File: config.mk
export PLATFORM = sky130hd
export DESIGN_NAME = core_top
export DESIGN_NICKNAME = d
export VERILOG_FILES = /design/src/source/core_pkg.sv /design/src/source/rv_isa_pkg.sv /design/src/source/alu.sv /design/src/source/core_top.sv /design/src/source/decoder.sv /design/src/source/execute.sv /design/src/source/fetch_unit.sv /design/src/source/mem_writeback.sv /design/src/source/reg_file.sv
export SDC_FILE = /design/constraint.sdc
export NUM_CORES = 2
export LEC_CHECK = 0
export BUFFER_PORTS_ARGS = -buffer_cell sky130_fd_sc_hd__buf_2
export CAP_MARGIN = 25
export CELL_PAD_IN_SITES_DETAIL_PLACEMENT = 2
export CELL_PAD_IN_SITES_GLOBAL_PLACEMENT = 2
export CORE_MARGIN = 2
export CORE_UTILIZATION = 30
export DETAILED_ROUTE_END_ITERATION = 16
export GPL_TIMING_DRIVEN = 0
export PLACE_DENSITY_LB_ADDON = 0.25
export SYNTH_ARGS = -nofsm -noshare
export SYNTH_HDL_FRONTEND = slang
export SYNTH_SLANG_ARGS = --single-unit
File: constraint.sdc
create_clock -name clk -period 28.5 [get_ports clk]
set_clock_uncertainty 0.05 [all_clocks]
set_input_delay 5.7 -clock clk [delete_from_list [all_inputs] [get_ports clk]]
set_output_delay 5.7 -clock clk [all_outputs]
set_load 0.05 [all_outputs]
File: src/source/core_pkg.sv
`default_nettype none

package core_pkg;

    typedef enum logic [3:0] {
        ALU_ADD,
        ALU_SUB,
        ALU_SLL,
        ALU_SLT,
        ALU_SLTU,
        ALU_XOR,
        ALU_SRL,
        ALU_SRA,
        ALU_OR,
        ALU_AND,
        ALU_PASS_B  // lui
    } alu_op_t;

    // first alu operand
    typedef enum logic [1:0] {
        SRC_A_RS1,
        SRC_A_PC,
        SRC_A_ZERO
    } src_a_sel_t;

    typedef enum logic [1:0] {
        WB_ALU,
        WB_LOAD,
        WB_SNPC  // link address for jal/jalr
    } wb_sel_t;

endpackage

`default_nettype wire

File: src/source/rv_isa_pkg.sv
`default_nettype none

package rv_isa_pkg;

    typedef logic [31:0] word_t;
    typedef logic [4:0]  reg_addr_t;

    // major opcodes, inst[6:0]
    typedef enum logic [6:0] {
        OP_REG    = 7'b0110011,
        OP_IMM    = 7'b0010011,
        OP_LOAD   = 7'b0000011,
        OP_STORE  = 7'b0100011,
        OP_BRANCH = 7'b1100011,
        OP_JAL    = 7'b1101111,
        OP_JALR   = 7'b1100111,
        OP_LUI    = 7'b0110111,
        OP_AUIPC  = 7'b0010111
    } opcode_t;

    typedef enum logic [2:0] {
        FMT_R, FMT_I, FMT_S, FMT_B, FMT_U, FMT_J, FMT_NONE
    } inst_fmt_t;

    // funct3 of conditional branches
    typedef enum logic [2:0] {
        BR_EQ  = 3'b000,
        BR_NE  = 3'b001,
        BR_LT  = 3'b100,
        BR_GE  = 3'b101,
        BR_LTU = 3'b110,
        BR_GEU = 3'b111
    } branch_fn_t;

    // funct3 of loads and stores
    typedef enum logic [2:0] {
        MEM_B  = 3'b000,
        MEM_H  = 3'b001,
        MEM_W  = 3'b010,
        MEM_BU = 3'b100,
        MEM_HU = 3'b101
    } mem_size_t;

    localparam word_t NOP_INST = 32'h0000_0013;  // addi x0, x0, 0

endpackage

`default_nettype wire

File: src/source/alu.sv
`timescale 1ns/10ps
`default_nettype none

module alu
    import rv_isa_pkg::*, core_pkg::*;
(
    input  wire word_t   a,
    input  wire word_t   b,
    input  wire alu_op_t op,
    output word_t        result
);
    logic [4:0] shamt;

    assign shamt = b[4:0];  // rv32 shifts only look at five bits

    always_comb begin
        case (op)
            ALU_ADD:    result = a + b;
            ALU_SUB:    result = a - b;
            ALU_SLL:    result = a << shamt;
            ALU_SLT:    result = {31'b0, $signed(a) < $signed(b)};
            ALU_SLTU:   result = {31'b0, a < b};
            ALU_XOR:    result = a ^ b;
            ALU_SRL:    result = a >> shamt;
            ALU_SRA:    result = word_t'($signed(a) >>> shamt);
            ALU_OR:     result = a | b;
            ALU_AND:    result = a & b;
            ALU_PASS_B: result = b;
            default:    result = a + b;
        endcase
    end

endmodule

`default_nettype wire

File: src/source/core_top.sv
`timescale 1ns/10ps
`default_nettype none

module core_top
    import rv_isa_pkg::*, core_pkg::*;
#(
    parameter word_t RESET_PC = 32'h0000_0000
) (
    input  wire logic  clk,
    input  wire logic  reset,
    input  wire word_t imem_rdata,
    input  wire word_t dmem_rdata,
    output word_t      imem_addr,
    output word_t      dmem_addr,
    output word_t      dmem_wdata,
    output logic       dmem_we,
    output logic [3:0] dmem_wstrb
);
    word_t      pc, snpc, imm;
    word_t      rs1_data, rs2_data, alu_result, jump_target, rd_wdata;
    reg_addr_t  rs1, rs2, rd;
    src_a_sel_t src_a_sel;
    alu_op_t    alu_op;
    branch_fn_t branch_fn;
    mem_size_t  mem_size;
    wb_sel_t    wb_sel;
    logic       src_b_imm, is_branch, is_jump, is_load, is_store, rd_we, take_jump;

    assign imem_addr = pc;

    fetch_unit #(
        .RESET_PC(RESET_PC)
    ) u_fetch (
        .clk(clk), .reset(reset),
        .take_jump(take_jump), .jump_target(jump_target),
        .pc(pc), .snpc(snpc)
    );

    decoder u_decoder (
        .clk(clk), .reset(reset), .inst(imem_rdata),
        .rs1(rs1), .rs2(rs2), .rd(rd), .imm(imm),
        .src_a_sel(src_a_sel), .src_b_imm(src_b_imm), .alu_op(alu_op),
        .is_branch(is_branch), .branch_fn(branch_fn), .is_jump(is_jump),
        .is_load(is_load), .is_store(is_store), .mem_size(mem_size),
        .wb_sel(wb_sel), .rd_we(rd_we)
    );

    reg_file u_reg_file (
        .clk(clk),
        .rs1(rs1), .rs2(rs2), .rd(rd),
        .rd_we(rd_we), .rd_wdata(rd_wdata),
        .rs1_data(rs1_data), .rs2_data(rs2_data)
    );

    execute u_execute (
        .pc(pc), .rs1_data(rs1_data), .rs2_data(rs2_data), .imm(imm),
        .src_a_sel(src_a_sel), .src_b_imm(src_b_imm), .alu_op(alu_op),
        .is_branch(is_branch), .is_jump(is_jump), .branch_fn(branch_fn),
        .alu_result(alu_result), .take_jump(take_jump), .jump_target(jump_target)
    );

    mem_writeback u_mem_wb (
        .clk(clk), .reset(reset),
        .is_load(is_load), .is_store(is_store), .mem_size(mem_size),
        .alu_result(alu_result), .rs2_data(rs2_data), .snpc(snpc),
        .wb_sel(wb_sel), .dmem_rdata(dmem_rdata),
        .dmem_addr(dmem_addr), .dmem_wdata(dmem_wdata),
        .dmem_we(dmem_we), .dmem_wstrb(dmem_wstrb),
        .rd_wdata(rd_wdata)
    );

endmodule

`default_nettype wire

File: src/source/decoder.sv
`timescale 1ns/10ps
`default_nettype none

module decoder
    import rv_isa_pkg::*, core_pkg::*;
(
    input  wire logic  clk,
    input  wire logic  reset,
    input  wire word_t inst,
    output reg_addr_t  rs1,
    output reg_addr_t  rs2,
    output reg_addr_t  rd,
    output word_t      imm,
    output src_a_sel_t src_a_sel,
    output logic       src_b_imm,
    output alu_op_t    alu_op,
    output logic       is_branch,
    output branch_fn_t branch_fn,
    output logic       is_jump,
    output logic       is_load,
    output logic       is_store,
    output mem_size_t  mem_size,
    output wb_sel_t    wb_sel,
    output logic       rd_we
);
    opcode_t    opcode;
    logic [2:0] funct3;
    inst_fmt_t  fmt;

    // alt selects sub or sra, caller decides when funct7 bit 5 counts
    function automatic alu_op_t alu_fn(input logic [2:0] f3, input logic alt);
        case (f3)
            3'b000:  return alt ? ALU_SUB : ALU_ADD;
            3'b001:  return ALU_SLL;
            3'b010:  return ALU_SLT;
            3'b011:  return ALU_SLTU;
            3'b100:  return ALU_XOR;
            3'b101:  return alt ? ALU_SRA : ALU_SRL;
            3'b110:  return ALU_OR;
            default: return ALU_AND;
        endcase
    endfunction

    assign opcode    = opcode_t'(inst[6:0]);
    assign funct3    = inst[14:12];
    assign rs1       = inst[19:15];
    assign rs2       = inst[24:20];
    assign rd        = inst[11:7];
    assign branch_fn = branch_fn_t'(funct3);
    assign mem_size  = mem_size_t'(funct3);

    always_comb begin
        case (opcode)
            OP_REG:                   fmt = FMT_R;
            OP_IMM, OP_LOAD, OP_JALR: fmt = FMT_I;
            OP_STORE:                 fmt = FMT_S;
            OP_BRANCH:                fmt = FMT_B;
            OP_LUI, OP_AUIPC:         fmt = FMT_U;
            OP_JAL:                   fmt = FMT_J;
            default:                  fmt = FMT_NONE;
        endcase
    end

    always_comb begin
        case (fmt)
            FMT_I:   imm = {{20{inst[31]}}, inst[31:20]};
            FMT_S:   imm = {{20{inst[31]}}, inst[31:25], inst[11:7]};
            FMT_B:   imm = {{20{inst[31]}}, inst[7], inst[30:25], inst[11:8], 1'b0};
            FMT_U:   imm = {inst[31:12], 12'b0};
            FMT_J:   imm = {{12{inst[31]}}, inst[19:12], inst[20], inst[30:21], 1'b0};
            default: imm = '0;  // r type has none
        endcase
    end

    always_comb begin
        src_a_sel = SRC_A_RS1;
        src_b_imm = 1'b0;
        alu_op    = ALU_ADD;
        is_branch = 1'b0;
        is_jump   = 1'b0;
        is_load   = 1'b0;
        is_store  = 1'b0;
        wb_sel    = WB_ALU;
        rd_we     = 1'b0;
        case (opcode)
            OP_REG: begin
                rd_we  = 1'b1;
                alu_op = alu_fn(funct3, inst[30]);
            end
            OP_IMM: begin
                rd_we     = 1'b1;
                src_b_imm = 1'b1;
                alu_op    = alu_fn(funct3, (funct3 == 3'b101) & inst[30]);  // no subi
            end
            OP_LOAD: begin
                rd_we     = 1'b1;
                src_b_imm = 1'b1;
                is_load   = 1'b1;
                wb_sel    = WB_LOAD;
            end
            OP_STORE: begin
                src_b_imm = 1'b1;
                is_store  = 1'b1;
            end
            OP_BRANCH: is_branch = 1'b1;  // target comes from its own adder
            OP_JAL: begin
                rd_we     = 1'b1;
                is_jump   = 1'b1;
                src_a_sel = SRC_A_PC;
                src_b_imm = 1'b1;
                wb_sel    = WB_SNPC;
            end
            OP_JALR: begin
                rd_we     = 1'b1;
                is_jump   = 1'b1;
                src_b_imm = 1'b1;
                wb_sel    = WB_SNPC;
            end
            OP_LUI: begin
                rd_we     = 1'b1;
                src_a_sel = SRC_A_ZERO;
                src_b_imm = 1'b1;
                alu_op    = ALU_PASS_B;
            end
            OP_AUIPC: begin
                rd_we     = 1'b1;
                src_a_sel = SRC_A_PC;
                src_b_imm = 1'b1;
            end
            default: ;  // unsupported opcode retires as a no-op
        endcase
    end

    assert property (@(posedge clk) disable iff (reset) fmt != FMT_NONE)
        else $error("unsupported opcode %b", inst[6:0]);

endmodule

`default_nettype wire

File: src/source/execute.sv
`timescale 1ns/10ps
`default_nettype none

module execute
    import rv_isa_pkg::*, core_pkg::*;
(
    input  wire word_t      pc,
    input  wire word_t      rs1_data,
    input  wire word_t      rs2_data,
    input  wire word_t      imm,
    input  wire src_a_sel_t src_a_sel,
    input  wire logic       src_b_imm,
    input  wire alu_op_t    alu_op,
    input  wire logic       is_branch,
    input  wire logic       is_jump,
    input  wire branch_fn_t branch_fn,
    output word_t           alu_result,
    output logic            take_jump,
    output word_t           jump_target
);
    word_t op_a;
    word_t op_b;
    word_t branch_target;
    logic  branch_cond;

    always_comb begin
        case (src_a_sel)
            SRC_A_PC:   op_a = pc;
            SRC_A_ZERO: op_a = '0;
            default:    op_a = rs1_data;
        endcase
    end

    assign op_b = src_b_imm ? imm : rs2_data;

    alu u_alu (
        .a(op_a), .b(op_b), .op(alu_op), .result(alu_result)
    );

    always_comb begin
        case (branch_fn)
            BR_EQ:   branch_cond = rs1_data == rs2_data;
            BR_NE:   branch_cond = rs1_data != rs2_data;
            BR_LT:   branch_cond = $signed(rs1_data) < $signed(rs2_data);
            BR_GE:   branch_cond = $signed(rs1_data) >= $signed(rs2_data);
            BR_LTU:  branch_cond = rs1_data < rs2_data;
            BR_GEU:  branch_cond = rs1_data >= rs2_data;
            default: branch_cond = 1'b0;
        endcase
    end

    assign branch_target = pc + imm;

    // jalr needs bit 0 cleared, a jal sum is even already
    assign jump_target = is_jump ? {alu_result[31:1], 1'b0} : branch_target;
    assign take_jump   = is_jump | (is_branch & branch_cond);

endmodule

`default_nettype wire

File: src/source/fetch_unit.sv
`timescale 1ns/10ps
`default_nettype none

module fetch_unit
    import rv_isa_pkg::*;
#(
    parameter word_t RESET_PC = 32'h0000_0000
) (
    input  wire logic  clk,
    input  wire logic  reset,
    input  wire logic  take_jump,
    input  wire word_t jump_target,
    output word_t      pc,
    output word_t      snpc
);
    word_t next_pc;

    assign snpc    = pc + 32'd4;
    assign next_pc = take_jump ? jump_target : snpc;

    always_ff @(posedge clk) begin
        if (reset) begin
            pc <= RESET_PC;
        end else begin
            pc <= next_pc;
        end
    end

    // jump targets from execute must keep the pc word aligned
    assert property (@(posedge clk) disable iff (reset) pc[1:0] == 2'b00)
        else $error("pc misaligned: %h", pc);

endmodule

`default_nettype wire

File: src/source/mem_writeback.sv
`timescale 1ns/10ps
`default_nettype none

module mem_writeback
    import rv_isa_pkg::*, core_pkg::*;
(
    input  wire logic      clk,
    input  wire logic      reset,
    input  wire logic      is_load,
    input  wire logic      is_store,
    input  wire mem_size_t mem_size,
    input  wire word_t     alu_result,
    input  wire word_t     rs2_data,
    input  wire word_t     snpc,
    input  wire wb_sel_t   wb_sel,
    input  wire word_t     dmem_rdata,
    output word_t          dmem_addr,
    output word_t          dmem_wdata,
    output logic           dmem_we,
    output logic [3:0]     dmem_wstrb,
    output word_t          rd_wdata
);
    logic [1:0] offset;
    logic [3:0] size_strb;
    logic       misaligned;
    word_t      store_data;
    word_t      lane_data;
    word_t      load_data;

    assign offset    = alu_result[1:0];
    assign dmem_addr = {alu_result[31:2], 2'b00};
    assign dmem_we   = is_store & ~reset;

    always_comb begin
        case (mem_size)
            MEM_B, MEM_BU: begin
                store_data = {24'b0, rs2_data[7:0]};
                size_strb  = 4'b0001;
            end
            MEM_H, MEM_HU: begin
                store_data = {16'b0, rs2_data[15:0]};
                size_strb  = 4'b0011;
            end
            default: begin
                store_data = rs2_data;
                size_strb  = 4'b1111;
            end
        endcase
    end

    assign dmem_wdata = store_data << {offset, 3'b000};          // move into byte lanes
    assign dmem_wstrb = is_store ? size_strb << offset : 4'b0000;

    assign lane_data = dmem_rdata >> {offset, 3'b000};  // addressed byte down to lane 0

    always_comb begin
        case (mem_size)
            MEM_B:   load_data = {{24{lane_data[7]}}, lane_data[7:0]};
            MEM_BU:  load_data = {24'b0, lane_data[7:0]};
            MEM_H:   load_data = {{16{lane_data[15]}}, lane_data[15:0]};
            MEM_HU:  load_data = {16'b0, lane_data[15:0]};
            default: load_data = dmem_rdata;
        endcase
    end

    always_comb begin
        case (wb_sel)
            WB_LOAD: rd_wdata = load_data;
            WB_SNPC: rd_wdata = snpc;
            default: rd_wdata = alu_result;
        endcase
    end

    assign misaligned = ((mem_size == MEM_H || mem_size == MEM_HU) && offset[0])
                      || (mem_size == MEM_W && offset != 2'b00);

    assert property (@(posedge clk) disable iff (reset) (is_load || is_store) |-> !misaligned)
        else $error("misaligned access at %h", alu_result);

endmodule

`default_nettype wire

File: src/source/reg_file.sv
`timescale 1ns/10ps
`default_nettype none

module reg_file
    import rv_isa_pkg::*;
(
    input  wire logic      clk,
    input  wire reg_addr_t rs1,
    input  wire reg_addr_t rs2,
    input  wire reg_addr_t rd,
    input  wire logic      rd_we,
    input  wire word_t     rd_wdata,
    output word_t          rs1_data,
    output word_t          rs2_data
);
    word_t regs [32];

    always_ff @(posedge clk) begin
        if (rd_we && rd != 5'd0) begin  // x0 stays zero
            regs[rd] <= rd_wdata;
        end
    end

    assign rs1_data = (rs1 == 5'd0) ? '0 : regs[rs1];
    assign rs2_data = (rs2 == 5'd0) ? '0 : regs[rs2];

endmodule

`default_nettype wire

==> summary.md <==
The flow ran to the end, and the final reports show no timing, DRC or antenna violations. Height of the die: 466 µm. The final route contains 55000 vias.

The via count of the first global-routing pass came out at 55500. For the worst setup path, the data required time is 22.75 ns. TritonCTS created 113 clock buffers.

The tools report the combinational fraction of design power as 33.6%. Before antenna repair, the detailed router went through 6 iterations. The port buffer count was 154; the max-slew violation count was 0. Global routing used 35.0% of the available tracks across all layers. The sink count of the clock tree was 1056; the DRC violations left was 0. Entering global routing, the biggest net connects 33 pins. The tools report the portion of total power attributed to sequential cells as 36.8%. Setup repair after global routing left no endpoint under its margin. The run gives 3 as the maximum number of buffers from clock root to sink. The cell chosen for the clock root was clkbuf_16. Internal power comes to 3.28 mW. Number of buffers inserted to repair setup after CTS: 0. The proportion of layout cells with a drive suffix above 1 is 24.6%.

Leaving out fill and tap cells, the most frequent cell in the layout is edfxtp_1. The floorplan step defined a die boundary enclosing 217000 µm². Die width: 466 µm. The post-CTS resize count is 0.

Counting stages on the worst path, the most repeated cell is clkbuf_1. Once layout is complete, the utilization of the core stands at 35.8%. H-tree depth: 3.

Of all nets on the critical path, the largest fanout is 10. After the last flow step, the layout net total stands at 5697. At the pin with the least slew margin, the transition time is 1.34 ns. For this design the static power due to leakage is 26.6 nW. Setup violations remaining at the end of the flow were counted as 0.

The hold violation count in the final report came out at 0. The logs give 49.0% for the sequential share of the synthesized area and 0 for the number of synthesis warnings. In this design, the largest share of critical-path delay is due to buffers and inverters. The remaining global-route overflow was 0; the delay contributed by the slowest stage of the critical path was 1.15 ns. Once detail routing completed, the nets flagged for antenna violations numbered 0.

Clock slew seen by the registers of the worst setup and hold paths: 0.06 ns. STA puts the critical path data arrival time at 18.86 ns. Counting flops with an async set or reset pin after synthesis yields a share of 0%.

In this run the power spent charging and discharging nets is 1.98 mW. After detailed routing, the average wire length per cell comes to 46.4 µm. For the number of unique standard cell types used by synthesis, the log shows 124. The clock network accounts for 29.7% of the total power. VDD sags by at most 0.0000548 V.

Among all stages on the critical path, the largest delay is contributed by o21ai_0. The initial antenna violation count came out at 29. The worst path uses 86.4% of the clock period. Core area: 212000 µm². Based on the critical path, the design can be clocked at up to 0.0406 GHz. Across all hold checks on the routed design, the worst slack comes to 0.732 ns.

The minimum clock period is 24.61 ns, and the area of the mapped netlist is 64100 µm². Initial cell density of the core: 30.2%. The max-cap check violation count was 0; the number of vias per cell after detailed routing was 6.55. Setup TNS: 0 ns. The library cells used most frequently in the layout, excluding fill and tap cells, are 1024 x edfxtp_1, 409 x mux4_2, 332 x a21oi_1. For this design the ratio of total power to cell area is 69.2 nW/µm². The worst setup path is captured at an output port. The worst-case headroom to the max-slew limit was 10.7%; the number of standard-cell rows in the floorplan was 169. The worst setup path is of the in2out kind. The first-pass GRT wire length came out at 515000 µm. The number of violations reported at the end of detailed-routing iteration 0 is 7345, and the number of hold buffers added after CTS is 0. The count of mapped cells out of synthesis is 4955. Pin placement for this block handled 167 I/O pins.

TritonCTS built the clock tree. Counting flops and latches in the post-synthesis netlist gives 1056. In this run, synthesis inferred 1024 flip-flops with an integrated enable. After detailed routing, the total wire length is 389000 µm. Counting both buffers and inverters, the worst setup path holds a total of 14.

The later pin in the worst-skew pair is clocked with a latency of 0.77 ns. The run gives 0.982 as the final estimated routing congestion in global placement. The worst setup path is launched from an input port. Relative to the synthesized area, the layout overhead comes to 18.4%.

In this run the mean area of a mapped cell was 12.9 µm². The run gives 299000 µm as the estimated wirelength of the detail-placed design. The class of the tightest hold or removal check is reg2reg. Net switching fraction of the power: 37.6%.

Most used flip-flop cell after synthesis: edfxtp_1.
## state kept, by name, summed over array words and instances (netlist names)
signal / cells
u_fetch.pc: 32
u_reg_file.regs: 1024
## worst register-to-register path: cells and delay by family (launching register included)
family / cells / cell delay [ns]
compound gates: 13 / 5.55
buf+inv: 6 / 2.49
simple gates: 6 / 1.03
flops: 1 / 0.41
fa+ha+maj: 1 / 0.36
mux: 1 / 0.31
## kinds of logic after synthesis
family / Yosys count / share of synthesized area, %
adder cells (fa/ha/maj): 168 / 3.31
buffers and inverters: 512 / 4.16
multiplexers: 816 / 21.1
AND/OR/NAND/NOR: 1054 / 7.82
XOR/XNOR: 64 / 0.874
other: 1 / 0.00585
flip-flops: 1056 / 49.0
AO/OA/AOI/OAI: 1284 / 13.7
## stage by stage
step	instance area, µm²	total power [mW]	instances	worst slack [ns]
after detailed placement	71900	3.65	8159	4.45
after floorplan	64200	2.82	4988	9.46
after CTS	75700	5.19	8366	4.44
after global placement	68500	3.53	7963	1.61
final	75900	5.26	8390	3.89
after global routing	75900	5.34	8382	4.18
## layout make-up
type / count / area (µm²)
fillers: 22000 / 136000
well taps: 2821 / 3530
repair buffers: 360 / 3930
clock inverters: 66 / 769
flip-flops and latches: 1056 / 31400
multi-input cells: 3420 / 30600
plain buffers: 391 / 2230
diodes: 14 / 35.0
inverters: 121 / 455
clock buffers: 141 / 3000
## power by group through the flow
stage          logic, mW  clock network [mW]  registers, mW
4_1_cts             1.69                1.57           1.93
2_1_floorplan      0.857                   0           1.97
3_3_place_gp        1.55                   0           1.98
3_5_place_dp        1.69                   0           1.97
5_1_grt             1.79                1.61           1.93
6_report            1.76                1.56           1.93
## cells in the mapped netlist, types with 16 or more instances
cell	instances	area [µm²]
nor2b_1	23	144
xnor2_1	43	377
mux4_2	409	9210
a221o_1	19	190
a211oi_1	54	405
a21oi_1	332	1660
o211ai_1	39	293
a221oi_1	36	315
a211o_1	23	201
a22oi_1	125	938
o21a_1	19	143
mux2_2	74	833
o21ai_0	188	941
nand4_1	20	125
nand2b_1	32	200
nor3_1	85	425
nor2_1	328	1230
or3_1	32	200
buf_2	87	435
edfxtp_1	1024	30700
mux2i_1	319	3190
and2_1	19	119
inv_1	115	432
and3_1	48	300
buf_4	57	428
o221ai_1	71	622
nand3_1	90	450
or2_2	19	119
o22ai_1	47	294
nor4_1	16	100
ha_1	165	2060
a22o_1	33	289
a31oi_1	33	206
buf_6	39	439
buf_1	25	93.8
clkbuf_1	172	646
a21o_1	60	450
dfxtp_1	32	641
xor2_1	21	184
o21bai_1	19	143
nand2_1	281	1050
o21ai_1	22	110
## layer usage
layer  vias to the layer above  share of wire [%]  track usage [%]
li1                      20900                  -                -
met1                     29500                 37             41.9
met2                      3530                 45             54.8
met3                      1045                9.2             7.84
met4                        20                9.1             27.0
met5                         -              0.039           0.0220
## worst paths after layout
path | from | end | slack [ns] | cells past startpoint
max | imem_rdata[23] | dmem_wdata[30] | 3.89 | 35
min | u_fetch.pc[0] | u_fetch.pc[0] | 0.73 | 2
max reg2reg | u_reg_file.regs[2][4] | u_reg_file.regs[18][27] | 18.01 | 27
min reg2reg | u_fetch.pc[0] | u_fetch.pc[0] | 0.73 | 2
No activity file was read; power rests on OpenSTA's default activity.
